File: config.mk
export PLATFORM = sky130hd
export DESIGN_NAME = cpu_top
export DESIGN_NICKNAME = d
export VERILOG_FILES = /design/src/datapath_pkg.sv /design/src/isa_pkg.sv /design/src/cpu_alu.sv /design/src/cpu_control.sv /design/src/cpu_top.sv /design/src/stack_lifo.sv
export VERILOG_INCLUDE_DIRS = /design/src
export SDC_FILE = /design/constraint.sdc
export NUM_CORES = 1
export LEC_CHECK = 0
export BUFFER_PORTS_ARGS = -buffer_cell sky130_fd_sc_hd__buf_2
export CELL_PAD_IN_SITES_DETAIL_PLACEMENT = 2
export CELL_PAD_IN_SITES_GLOBAL_PLACEMENT = 2
export CORE_ASPECT_RATIO = 2
export CORE_MARGIN = 5
export CORE_UTILIZATION = 44
export CTS_CLUSTER_DIAMETER = 40
export DETAILED_ROUTE_END_ITERATION = 8
export HOLD_SLACK_MARGIN = 0.12
export PLACE_DENSITY_LB_ADDON = 0.1
export SETUP_SLACK_MARGIN = 0.4
export SLEW_MARGIN = 20
export SYNTH_ARGS = -nofsm -noshare
export SYNTH_HDL_FRONTEND = slang
export SYNTH_SLANG_ARGS = --single-unit
File: constraint.sdc
create_clock -name clk -period 4.36 [get_ports clk]
set_clock_uncertainty 0.1 [all_clocks]
set_input_delay 0.218 -clock clk [delete_from_list [all_inputs] [get_ports clk]]
set_output_delay 0.218 -clock clk [all_outputs]
set_load 0.02 [all_outputs]
File: src/cpu_consts.svh
`ifndef CPU_CONSTS_SVH
`define CPU_CONSTS_SVH

// Datapath widths
`define CPU_WORD_W      16
`define CPU_OPCODE_W    5
`define CPU_PC_W        5
`define CPU_DADDR_W     10

`define CPU_STACK_DEPTH 32

// Opcode encodings
`define CPU_OP_PUSH     5'd0
`define CPU_OP_PUSH_I   5'd1
`define CPU_OP_POP      5'd3
`define CPU_OP_ADD      5'd4
`define CPU_OP_SUB      5'd5
`define CPU_OP_AND      5'd8
`define CPU_OP_OR       5'd10
`define CPU_OP_XOR      5'd11
`define CPU_OP_NOT      5'd13
`define CPU_OP_GOTO     5'd14
`define CPU_OP_IF_EQ    5'd15
`define CPU_OP_IF_GT    5'd16
`define CPU_OP_CALL     5'd20
`define CPU_OP_RET      5'd21

`endif

File: src/datapath_pkg.sv
`default_nettype none

`include "cpu_consts.svh"

package datapath_pkg;

    typedef logic [`CPU_WORD_W-1:0]  word_t;
    typedef logic [`CPU_PC_W-1:0]    pc_t;
    typedef logic [`CPU_DADDR_W-1:0] daddr_t;

    typedef enum logic [2:0] {
        ALU_ADD,
        ALU_SUB,
        ALU_AND,
        ALU_OR,
        ALU_XOR,
        ALU_NOT
    } alu_op_t;

endpackage

`default_nettype wire

File: src/isa_pkg.sv
`default_nettype none

`include "cpu_consts.svh"

package isa_pkg;

    typedef enum logic [`CPU_OPCODE_W-1:0] {
        OP_PUSH   = `CPU_OP_PUSH,
        OP_PUSH_I = `CPU_OP_PUSH_I,
        OP_POP    = `CPU_OP_POP,
        OP_ADD    = `CPU_OP_ADD,
        OP_SUB    = `CPU_OP_SUB,
        OP_AND    = `CPU_OP_AND,
        OP_OR     = `CPU_OP_OR,
        OP_XOR    = `CPU_OP_XOR,
        OP_NOT    = `CPU_OP_NOT,
        OP_GOTO   = `CPU_OP_GOTO,
        OP_IF_EQ  = `CPU_OP_IF_EQ,
        OP_IF_GT  = `CPU_OP_IF_GT,
        OP_CALL   = `CPU_OP_CALL,
        OP_RET    = `CPU_OP_RET
    } opcode_t;

    // Immediate view, used by PUSH_I
    typedef struct packed {
        opcode_t                                 opcode;
        logic [`CPU_WORD_W-`CPU_OPCODE_W-1:0]    imm;
    } instr_imm_t;

    // Address view, low bits of daddr double as jump target
    typedef struct packed {
        opcode_t                                             opcode;
        logic [`CPU_WORD_W-`CPU_OPCODE_W-`CPU_DADDR_W-1:0]   pad;
        logic [`CPU_DADDR_W-1:0]                             daddr;
    } instr_addr_t;

    typedef union packed {
        instr_imm_t  imm_view;
        instr_addr_t addr_view;
    } instr_t;

endpackage

`default_nettype wire

File: src/cpu_alu.sv
`timescale 1ns/1ps
`default_nettype none

`include "cpu_consts.svh"

module cpu_alu import datapath_pkg::*; (
    input  word_t   alu_a,
    input  word_t   alu_b,
    input  alu_op_t alu_op,
    output word_t   alu_result
);

    // alu_a is the old top of stack, alu_b the entry below it
    always_comb begin
        case (alu_op)
            ALU_ADD: begin
                alu_result = alu_a + alu_b;
            end
            ALU_SUB: begin
                alu_result = alu_a - alu_b;
            end
            ALU_AND: begin
                alu_result = alu_a & alu_b;
            end
            ALU_OR: begin
                alu_result = alu_a | alu_b;
            end
            ALU_XOR: begin
                alu_result = alu_a ^ alu_b;
            end
            ALU_NOT: begin
                alu_result = ~alu_a;
            end
            default: begin
                alu_result = alu_a;
            end
        endcase
    end

endmodule

`default_nettype wire

File: src/cpu_control.sv
`timescale 1ns/1ps
`default_nettype none

`include "cpu_consts.svh"

module cpu_control import isa_pkg::*, datapath_pkg::*; (
    input  logic    clk,
    input  logic    reset,
    output pc_t     imem_addr,
    output logic    imem_read,
    input  word_t   instruction,
    output daddr_t  dmem_addr,
    output logic    dmem_read,
    input  word_t   dmem_rdata,
    output logic    dmem_write,
    output word_t   dmem_wdata,
    output logic    op_push,
    output logic    op_pop,
    output word_t   op_data_in,
    input  word_t   op_data_out,
    input  logic    op_empty,
    output logic    ret_push,
    output logic    ret_pop,
    output pc_t     ret_data_in,
    input  pc_t     ret_data_out,
    input  logic    ret_empty,
    output word_t   alu_a,
    output word_t   alu_b,
    output alu_op_t alu_op,
    input  word_t   alu_result
);

    typedef enum logic [3:0] {
        S_IDLE,
        S_FETCH,
        S_DECODE,
        S_RD_REQ,
        S_RD_PUSH,
        S_PUSH_IMM,
        S_POP_WR,
        S_WRITE,
        S_POP_A,
        S_POP_B,
        S_EXEC,
        S_POP_COND,
        S_BRANCH,
        S_CALL,
        S_RET,
        S_NEXT
    } state_t;

    state_t state;
    state_t state_next;
    pc_t    pc;
    pc_t    pc_next;
    pc_t    pc_inc;
    pc_t    target;
    instr_t instr_in;
    instr_t ir;
    word_t  hold_a;
    word_t  hold_b;
    logic   taken;
    logic   consumes_op;

    assign instr_in    = instruction;
    assign pc_inc      = pc + 1'b1;
    assign target      = ir.addr_view.daddr[`CPU_PC_W-1:0];
    assign imem_addr   = pc;
    assign dmem_addr   = ir.addr_view.daddr;
    assign dmem_wdata  = hold_a;
    assign ret_data_in = pc_inc;
    assign alu_a       = hold_a;
    assign alu_b       = hold_b;

    assign consumes_op = instr_in.addr_view.opcode inside {
        OP_POP, OP_ADD, OP_SUB, OP_AND, OP_OR, OP_XOR, OP_NOT, OP_IF_EQ, OP_IF_GT
    };

    always_ff @(posedge clk) begin
        if (reset) begin
            state <= S_IDLE;
            pc    <= '0;
        end else begin
            state <= state_next;
            pc    <= pc_next;
        end
    end

    always_ff @(posedge clk) begin
        if (state == S_DECODE) begin
            ir <= instr_in;
        end
        // Capture the top entry in the same cycle it is popped
        if (state inside {S_POP_WR, S_POP_A, S_POP_COND}) begin
            hold_a <= op_data_out;
        end
        if (state == S_POP_B) begin
            hold_b <= op_data_out;
        end
    end

    always_comb begin
        case (ir.addr_view.opcode)
            OP_SUB:  alu_op = ALU_SUB;
            OP_AND:  alu_op = ALU_AND;
            OP_OR:   alu_op = ALU_OR;
            OP_XOR:  alu_op = ALU_XOR;
            OP_NOT:  alu_op = ALU_NOT;
            default: alu_op = ALU_ADD;
        endcase
    end

    // GOTO shares the branch state and is always taken
    always_comb begin
        case (ir.addr_view.opcode)
            OP_GOTO:  taken = 1'b1;
            OP_IF_EQ: taken = (hold_a == '0);
            OP_IF_GT: taken = ($signed(hold_a) > 0);
            default:  taken = 1'b0;
        endcase
    end

    always_comb begin
        state_next = state;
        pc_next    = pc;
        imem_read  = 1'b0;
        dmem_read  = 1'b0;
        dmem_write = 1'b0;
        op_push    = 1'b0;
        op_pop     = 1'b0;
        op_data_in = alu_result;
        ret_push   = 1'b0;
        ret_pop    = 1'b0;
        case (state)
            S_IDLE: begin
                state_next = S_FETCH;
            end
            S_FETCH: begin
                imem_read  = 1'b1;
                state_next = S_DECODE;
            end
            S_DECODE: begin
                case (instr_in.addr_view.opcode)
                    OP_PUSH:   state_next = S_RD_REQ;
                    OP_PUSH_I: state_next = S_PUSH_IMM;
                    OP_POP:    state_next = S_POP_WR;
                    OP_ADD, OP_SUB, OP_AND, OP_OR, OP_XOR, OP_NOT: begin
                        state_next = S_POP_A;
                    end
                    OP_GOTO:   state_next = S_BRANCH;
                    OP_IF_EQ, OP_IF_GT: begin
                        state_next = S_POP_COND;
                    end
                    OP_CALL:   state_next = S_CALL;
                    OP_RET:    state_next = S_RET;
                    default:   state_next = S_NEXT;
                endcase
            end
            S_RD_REQ: begin
                dmem_read  = 1'b1;
                state_next = S_RD_PUSH;
            end
            S_RD_PUSH: begin
                op_push    = 1'b1;
                op_data_in = dmem_rdata;
                pc_next    = pc_inc;
                state_next = S_FETCH;
            end
            S_PUSH_IMM: begin
                op_push    = 1'b1;
                op_data_in = word_t'(ir.imm_view.imm);
                pc_next    = pc_inc;
                state_next = S_FETCH;
            end
            S_POP_WR: begin
                op_pop     = 1'b1;
                state_next = S_WRITE;
            end
            S_WRITE: begin
                dmem_write = 1'b1;
                pc_next    = pc_inc;
                state_next = S_FETCH;
            end
            S_POP_A: begin
                op_pop     = 1'b1;
                state_next = S_POP_B;
            end
            S_POP_B: begin
                op_pop     = 1'b1;
                state_next = S_EXEC;
            end
            S_EXEC: begin
                op_push    = 1'b1;
                pc_next    = pc_inc;
                state_next = S_FETCH;
            end
            S_POP_COND: begin
                op_pop     = 1'b1;
                state_next = S_BRANCH;
            end
            S_BRANCH: begin
                pc_next    = taken ? target : pc_inc;
                state_next = S_FETCH;
            end
            S_CALL: begin
                ret_push   = 1'b1;
                pc_next    = target;
                state_next = S_FETCH;
            end
            S_RET: begin
                ret_pop    = 1'b1;
                pc_next    = ret_data_out;
                state_next = S_FETCH;
            end
            default: begin
                pc_next    = pc_inc;
                state_next = S_FETCH;
            end
        endcase
    end

    a_fetch_not_write: assert property (@(posedge clk) disable iff (reset)
        !(imem_read && dmem_write));

    a_read_not_write: assert property (@(posedge clk) disable iff (reset)
        !(dmem_read && dmem_write));

    // Program error caught at decode, before any stack strobe
    a_operands_present: assert property (@(posedge clk) disable iff (reset)
        state == S_DECODE |-> !(consumes_op && op_empty) &&
            !(instr_in.addr_view.opcode == OP_RET && ret_empty));

endmodule

`default_nettype wire

File: src/cpu_top.sv
`timescale 1ns/1ps
`default_nettype none

`include "cpu_consts.svh"

module cpu_top import datapath_pkg::*; (
    input  logic   clk,
    input  logic   reset,
    output pc_t    imem_addr,
    output logic   imem_read,
    input  word_t  instruction,
    output daddr_t dmem_addr,
    output logic   dmem_read,
    input  word_t  dmem_rdata,
    output logic   dmem_write,
    output word_t  dmem_wdata
);

    logic    op_push;
    logic    op_pop;
    word_t   op_data_in;
    word_t   op_data_out;
    logic    op_empty;
    logic    ret_push;
    logic    ret_pop;
    pc_t     ret_data_in;
    pc_t     ret_data_out;
    logic    ret_empty;
    word_t   alu_a;
    word_t   alu_b;
    alu_op_t alu_op;
    word_t   alu_result;

    cpu_control u_control (
        .clk          (clk),
        .reset        (reset),
        .imem_addr    (imem_addr),
        .imem_read    (imem_read),
        .instruction  (instruction),
        .dmem_addr    (dmem_addr),
        .dmem_read    (dmem_read),
        .dmem_rdata   (dmem_rdata),
        .dmem_write   (dmem_write),
        .dmem_wdata   (dmem_wdata),
        .op_push      (op_push),
        .op_pop       (op_pop),
        .op_data_in   (op_data_in),
        .op_data_out  (op_data_out),
        .op_empty     (op_empty),
        .ret_push     (ret_push),
        .ret_pop      (ret_pop),
        .ret_data_in  (ret_data_in),
        .ret_data_out (ret_data_out),
        .ret_empty    (ret_empty),
        .alu_a        (alu_a),
        .alu_b        (alu_b),
        .alu_op       (alu_op),
        .alu_result   (alu_result)
    );

    cpu_alu u_alu (
        .alu_a      (alu_a),
        .alu_b      (alu_b),
        .alu_op     (alu_op),
        .alu_result (alu_result)
    );

    // Expression stack
    stack_lifo #(
        .WIDTH ($bits(word_t)),
        .DEPTH (`CPU_STACK_DEPTH)
    ) operand_stack (
        .clk      (clk),
        .reset    (reset),
        .push     (op_push),
        .pop      (op_pop),
        .data_in  (op_data_in),
        .data_out (op_data_out),
        .full     (),
        .empty    (op_empty)
    );

    // Return addresses for CALL and RET
    stack_lifo #(
        .WIDTH ($bits(pc_t)),
        .DEPTH (`CPU_STACK_DEPTH)
    ) return_stack (
        .clk      (clk),
        .reset    (reset),
        .push     (ret_push),
        .pop      (ret_pop),
        .data_in  (ret_data_in),
        .data_out (ret_data_out),
        .full     (),
        .empty    (ret_empty)
    );

endmodule

`default_nettype wire

File: src/stack_lifo.sv
`timescale 1ns/1ps
`default_nettype none

`include "cpu_consts.svh"

module stack_lifo #(
    parameter int WIDTH = `CPU_WORD_W,
    parameter int DEPTH = `CPU_STACK_DEPTH
) (
    input  logic             clk,
    input  logic             reset,
    input  logic             push,
    input  logic             pop,
    input  logic [WIDTH-1:0] data_in,
    output logic [WIDTH-1:0] data_out,
    output logic             full,
    output logic             empty
);

    localparam int ADDR_W = $clog2(DEPTH);
    localparam int CNT_W  = $clog2(DEPTH + 1);

    logic [WIDTH-1:0]  mem [DEPTH];
    logic [CNT_W-1:0]  count;
    logic [ADDR_W-1:0] top_idx;
    logic [ADDR_W-1:0] wr_idx;

    assign top_idx  = ADDR_W'(count - 1'b1);
    assign wr_idx   = ADDR_W'(count);
    assign data_out = mem[top_idx];
    assign full     = (count == CNT_W'(DEPTH));
    assign empty    = (count == '0);

    always_ff @(posedge clk) begin
        if (reset) begin
            count <= '0;
        end else if (push && !pop) begin
            count <= count + 1'b1;
        end else if (pop && !push) begin
            count <= count - 1'b1;
        end
    end

    // Push with pop in one cycle replaces the top entry
    always_ff @(posedge clk) begin
        if (push && pop) begin
            mem[top_idx] <= data_in;
        end else if (push) begin
            mem[wr_idx] <= data_in;
        end
    end

    a_no_overflow: assert property (@(posedge clk) disable iff (reset)
        !(push && !pop && full));

    a_no_underflow: assert property (@(posedge clk) disable iff (reset)
        !(pop && empty));

endmodule

`default_nettype wire

==> impl_metrics.xml <==
<?xml version="1.0" encoding="UTF-8"?>
<metrics>
  <group name="flow_run">
    <metric name="cap_viol_max_count" unit="">0</metric>
  </group>
  <group name="critical_path">
    <metric name="worst-path-stages" unit="">12</metric>
    <metric name="r2r_end" unit="">operand_stack.mem[19][8]</metric>
    <metric name="timing.critical_path.slowest_cell_delay" unit="ns">0.69</metric>
    <metric name="crit_path_start_kind" unit="">flip-flop</metric>
    <metric name="worst_setup_path_endpoint" unit="">operand_stack.mem[19][8]</metric>
    <metric name="required" unit="ns">4.52</metric>
    <metric name="cp_data_arrival_time" unit="ns">4.01</metric>
    <metric name="critical_path.n_buffers_inverters" unit="">2</metric>
    <metric name="timing.critical_path.cells" unit="">inv_1 -&gt; ha_1 -&gt; and3_1 -&gt; buf_4 -&gt; a21oi_1 -&gt; xnor2_1 -&gt; ha_1 -&gt; o21a_1 -&gt; o32ai_1 -&gt; a21oi_2 -&gt; xnor2_1 -&gt; o21ai_4</metric>
    <metric name="crit-reg2reg-launch" unit="">u_control.alu_b[1]</metric>
    <metric name="highest_fanout_seen_on_the_critical_path" unit="">16</metric>
    <metric name="setup.reg_to_reg.worst_slack" unit="ns">0.52</metric>
    <metric name="critical_path.slowest_cell" unit="">sky130_fd_sc_hd__xnor2_1</metric>
    <metric name="timing.reg2reg.worst_path_depth" unit="">12</metric>
    <metric name="critical_path.startpoint" unit="">u_control.alu_b[1]</metric>
    <metric name="worstSetupEndpointType" unit="">flip-flop</metric>
    <metric name="critPathTopFamily" unit="">XOR/XNOR gates</metric>
    <metric name="path_class" unit="">flip-flop to flip-flop</metric>
  </group>
  <group name="final_layout">
    <metric name="synthToLayoutAreaGrowth" unit="%">16.7</metric>
    <metric name="final_net_count" unit="">1997</metric>
    <metric name="layout.filler_cells" unit="">6171</metric>
    <metric name="design_area" unit="mm2">0.0366</metric>
    <metric name="number_of_inserted_diodes" unit="">0</metric>
    <metric name="multi_input_gate_area_in_the_final_layout" unit="mm2">0.00916</metric>
    <metric name="share_of_post_route_cells_with_drive_strength_above_1" unit="%">31.1</metric>
    <metric name="seqCellArea" unit="mm2">0.0220</metric>
    <metric name="final_core_util" unit="%">51.7</metric>
  </group>
  <group name="logic_synthesis">
    <metric name="synth_net_count" unit="">1799</metric>
    <metric name="ys_async_sr_fraction" unit="%">0</metric>
    <metric name="sequential_cell_area_fraction_in_the_yosys_report" unit="%">70.1</metric>
    <metric name="ys.warnings.count" unit="">0</metric>
    <metric name="synth-seq-cells" unit="">739</metric>
    <metric name="postSynthCellCount" unit="">1697</metric>
    <metric name="mappedNetlistArea" unit="mm2">0.0314</metric>
    <metric name="synth_ff_type" unit="">sky130_fd_sc_hd__edfxtp_1</metric>
    <metric name="synthesis.area_per_instance" unit="um2">18.5</metric>
    <metric name="synth_edf_count" unit="">720</metric>
    <metric name="synthDistinctLibCells" unit="">62</metric>
  </group>
  <group name="detailed_routing">
    <metric name="routed_via_density" unit="">6.13</metric>
    <metric name="wirelength" unit="um">102000</metric>
    <metric name="firstDrtPassIters" unit="">5</metric>
    <metric name="final_antenna_net_count" unit="">0</metric>
    <metric name="wl_per_cell" unit="um">35.6</metric>
    <metric name="dr.first_iter.drc_count" unit="">1152</metric>
    <metric name="vias" unit="">17600</metric>
    <metric name="drt_drc_violations_left" unit="">0</metric>
  </group>
  <group name="die">
    <metric name="chipHeight" unit="um">388</metric>
    <metric name="fp.dieArea" unit="mm2">0.0771</metric>
    <metric name="core" unit="mm2">0.0708</metric>
    <metric name="floorplan.rows" unit="">138</metric>
    <metric name="initial_core_util" unit="%">44.3</metric>
    <metric name="boundaryPins" unit="">68</metric>
    <metric name="chipWidth" unit="um">199</metric>
  </group>
  <group name="grt">
    <metric name="antenna_found_initial" unit="">1</metric>
    <metric name="grtUsageTotal" unit="%">26.6</metric>
    <metric name="via_count_of_the_first_global_routing_pass" unit="">19600</metric>
    <metric name="grt_start_max_net_pins" unit="">102</metric>
    <metric name="grt_pass1_wl" unit="um">145000</metric>
    <metric name="grt.overflow.total" unit="">0</metric>
  </group>
  <group name="power">
    <metric name="max-vdd-ir-drop" unit="V">0.000426</metric>
    <metric name="power.leakage" unit="nW">11.9</metric>
    <metric name="power.density" unit="mW/mm2">470</metric>
  </group>
  <group name="outcome">
    <metric name="result_of_the_run" unit="">complete, no violations</metric>
  </group>
  <group name="cts">
    <metric name="clk_path_buf_depth" unit="">3</metric>
    <metric name="cts_made_buffers" unit="">75</metric>
    <metric name="clk_pin_slew" unit="ns">0.07</metric>
    <metric name="h-tree-depth" unit="">3</metric>
    <metric name="clk-insertion-delay-late" unit="ns">0.66</metric>
    <metric name="cts_root_buffer" unit="">sky130_fd_sc_hd__clkbuf_16</metric>
    <metric name="clkSinkCount" unit="">739</metric>
    <metric name="cts_tree" unit="">built</metric>
  </group>
  <group name="timing">
    <metric name="timing_hold_violations_final" unit="">0</metric>
    <metric name="worst_pin_slew" unit="ns">1.38</metric>
    <metric name="final-setup-viol-count" unit="">0</metric>
    <metric name="maxClockFrequency" unit="MHz">260</metric>
    <metric name="report.final.slew_viol_count" unit="">0</metric>
    <metric name="post-route-period-util" unit="%">88.2</metric>
    <metric name="max-slew-margin-rel" unit="%">7.88</metric>
    <metric name="post-route-min-period" unit="ns">3.84</metric>
    <metric name="grt_setup_unrepaired" unit="">false</metric>
  </group>
  <group name="place">
    <metric name="port_buffers" unit="">67</metric>
    <metric name="routabilityCongestion" unit="">0.871</metric>
    <metric name="place_hpwl" unit="um">70800</metric>
    <metric name="placed_cell_area" unit="mm2">0.0337</metric>
  </group>
  <group name="min_path">
    <metric name="min-delay-path-class" unit="">input pin to flip-flop</metric>
  </group>
</metrics>
==> synthesized netlist by cell type (3+ instances only) <==
master                      instances  area share, %
sky130_fd_sc_hd__a21o_1             9           0.22
sky130_fd_sc_hd__mux4_1             8           0.67
sky130_fd_sc_hd__nor4_1            10           0.20
sky130_fd_sc_hd__o211ai_1           7           0.17
sky130_fd_sc_hd__a221oi_1           6           0.17
sky130_fd_sc_hd__or3_1              5           0.10
sky130_fd_sc_hd__a221o_1            3          0.096
sky130_fd_sc_hd__a2111oi_0          3          0.084
sky130_fd_sc_hd__a211oi_1           8           0.19
sky130_fd_sc_hd__a22oi_1            6           0.14
sky130_fd_sc_hd__o221ai_1           4           0.11
sky130_fd_sc_hd__ha_1              67            2.7
sky130_fd_sc_hd__a21oi_1           46           0.73
sky130_fd_sc_hd__mux2_2            27           0.97
sky130_fd_sc_hd__mux2i_1            4           0.13
sky130_fd_sc_hd__dfxtp_1           19            1.2
sky130_fd_sc_hd__edfxtp_1         720             69
sky130_fd_sc_hd__xnor2_1           32           0.89
sky130_fd_sc_hd__nand2_1           59           0.71
sky130_fd_sc_hd__nand3_1           17           0.27
sky130_fd_sc_hd__buf_6              4           0.14
sky130_fd_sc_hd__nand4_1            3          0.060
sky130_fd_sc_hd__nor2b_1           13           0.26
sky130_fd_sc_hd__o22ai_1           23           0.46
sky130_fd_sc_hd__buf_1              3          0.036
sky130_fd_sc_hd__nor2_1           131            1.6
sky130_fd_sc_hd__xor2_1            14           0.39
sky130_fd_sc_hd__mux4_2           199             14
sky130_fd_sc_hd__inv_1             53           0.63
sky130_fd_sc_hd__and2_1             4          0.080
sky130_fd_sc_hd__buf_4             11           0.26
sky130_fd_sc_hd__a31oi_1           15           0.30
sky130_fd_sc_hd__buf_2             13           0.21
sky130_fd_sc_hd__clkbuf_1          55           0.66
sky130_fd_sc_hd__o21ai_0           32           0.51
sky130_fd_sc_hd__and3_1             4          0.080
sky130_fd_sc_hd__nor3_1            16           0.26
sky130_fd_sc_hd__o21a_1             6           0.14
sky130_fd_sc_hd__nand2b_1           7           0.14
==> flip-flops by register name, indices dropped and copies added, names as in the netlist, 5 cells and up <==
signal / cells
operand_stack.count: 5
u_control.alu_a: 16
u_control.imem_addr: 5
u_control.ir: 16
return_stack.mem: 160
operand_stack.mem: 512
return_stack.count: 5
u_control.alu_b: 16
==> cell families (layout without fill, tap and decap cells) <==
group | after synthesis | after routing | share of synthesized area, %
flip-flops | 739 | 739 | 70.1
buffers and inverters | 140 | 396 | 1.99
XOR/XNOR | 47 | 47 | 1.34
AND/OR/NAND/NOR | 280 | 280 | 4.01
multiplexers | 238 | 238 | 16.0
AO/OA/AOI/OAI | 185 | 189 | 3.79
adder cells (fa/ha/maj) | 68 | 68 | 2.73
==> tightest hold or removal path, delay by kind of cell <==
family / cells / cell delay, ns
buf+inv: 2 / 0.35
simple gates: 1 / 0.11
compound gates: 1 / 0.10
==> report_power, final <==
group          total [mW]  switching, mW  internal [mW]  leakage, nW
clock                6.39           2.95           3.43         1.17
sequential           8.23         0.0785           8.15         6.66
combinational        2.61           1.56           1.05         4.07
==> area by class of cell <==
class	count	share of cell area, %
clock inverters	54	1.19
inverters	53	0.543
multi-input cells	822	25.0
flip-flops and latches	739	60.1
well taps	910	3.11
clock buffers	85	5.34
repair buffers	204	4.70
==> worst min path at each step <==
stage / start / slack [ns] / cells after the start / to
2_1_floorplan: instruction[0] / 0.22 / 0 / u_control.ir[0]
3_3_place_gp: instruction[9] / 0.30 / 1 / u_control.ir[9]
3_5_place_dp: instruction[6] / 0.30 / 1 / u_control.ir[6]
4_1_cts: dmem_rdata[12] / 0.13 / 4 / operand_stack.mem[15][12]
5_1_grt: instruction[10] / 0.16 / 2 / u_control.ir[10]
6_report: dmem_rdata[14] / 0.18 / 4 / operand_stack.mem[13][14]
==> per-layer routing <==
layer / wire, um / vias up / share of wire [%] / GRT usage [%]
met2: 58700 / 538 / 57 / 50.9
li1: - / 7273 / - / -
met4: 4890 / 0 / 4.8 / 11.3
met5: 0 / - / 0 / 0
met1: 34700 / 9567 / 34 / 28.8
met3: 3910 / 193 / 3.8 / 3.74
==> layout by cell type (no fill, tap or decap), types with 28 or more instances in the layout <==
cell and count:
sky130_fd_sc_hd__nand2_1 59, sky130_fd_sc_hd__mux4_2 199, sky130_fd_sc_hd__nor2_1 97, sky130_fd_sc_hd__inv_1 52, sky130_fd_sc_hd__a21oi_1 45, sky130_fd_sc_hd__nor2_2 32, sky130_fd_sc_hd__xnor2_1 28, sky130_fd_sc_hd__buf_4 91
sky130_fd_sc_hd__edfxtp_1 720, sky130_fd_sc_hd__ha_1 64, sky130_fd_sc_hd__clkbuf_16 78, sky130_fd_sc_hd__buf_2 67
==> metrics by stage <==
stage | instances | TNS [ns] | hold WS, ns | total power, mW | setup WS [ns]
3_5_place_dp | 2697 | -5.31 | 0.297 | 10.9 | -0.167
3_3_place_gp | 2696 | 0 | 0.296 | 10.8 | 0.214
2_1_floorplan | 1697 | 0 | 0.217 | 9.86 | 0.407
6_report | 2867 | 0 | 0.176 | 17.2 | 0.516
4_1_cts | 2861 | 0 | 0.128 | 17.3 | 0.415
5_1_grt | 2867 | 0 | 0.162 | 17.8 | 0.398
==> timing repair <==
action                                 4_1_cts  5_1_grt
pin swaps                                    5        5
gates resized for setup                     13       20
setup endpoints to repair                  224      544
endpoints found under the hold margin       34        0
buffers inserted                             5        4
gates cloned                                 3        2
hold buffers                                17        0
Note: power is estimated with default switching activity, not from simulation.
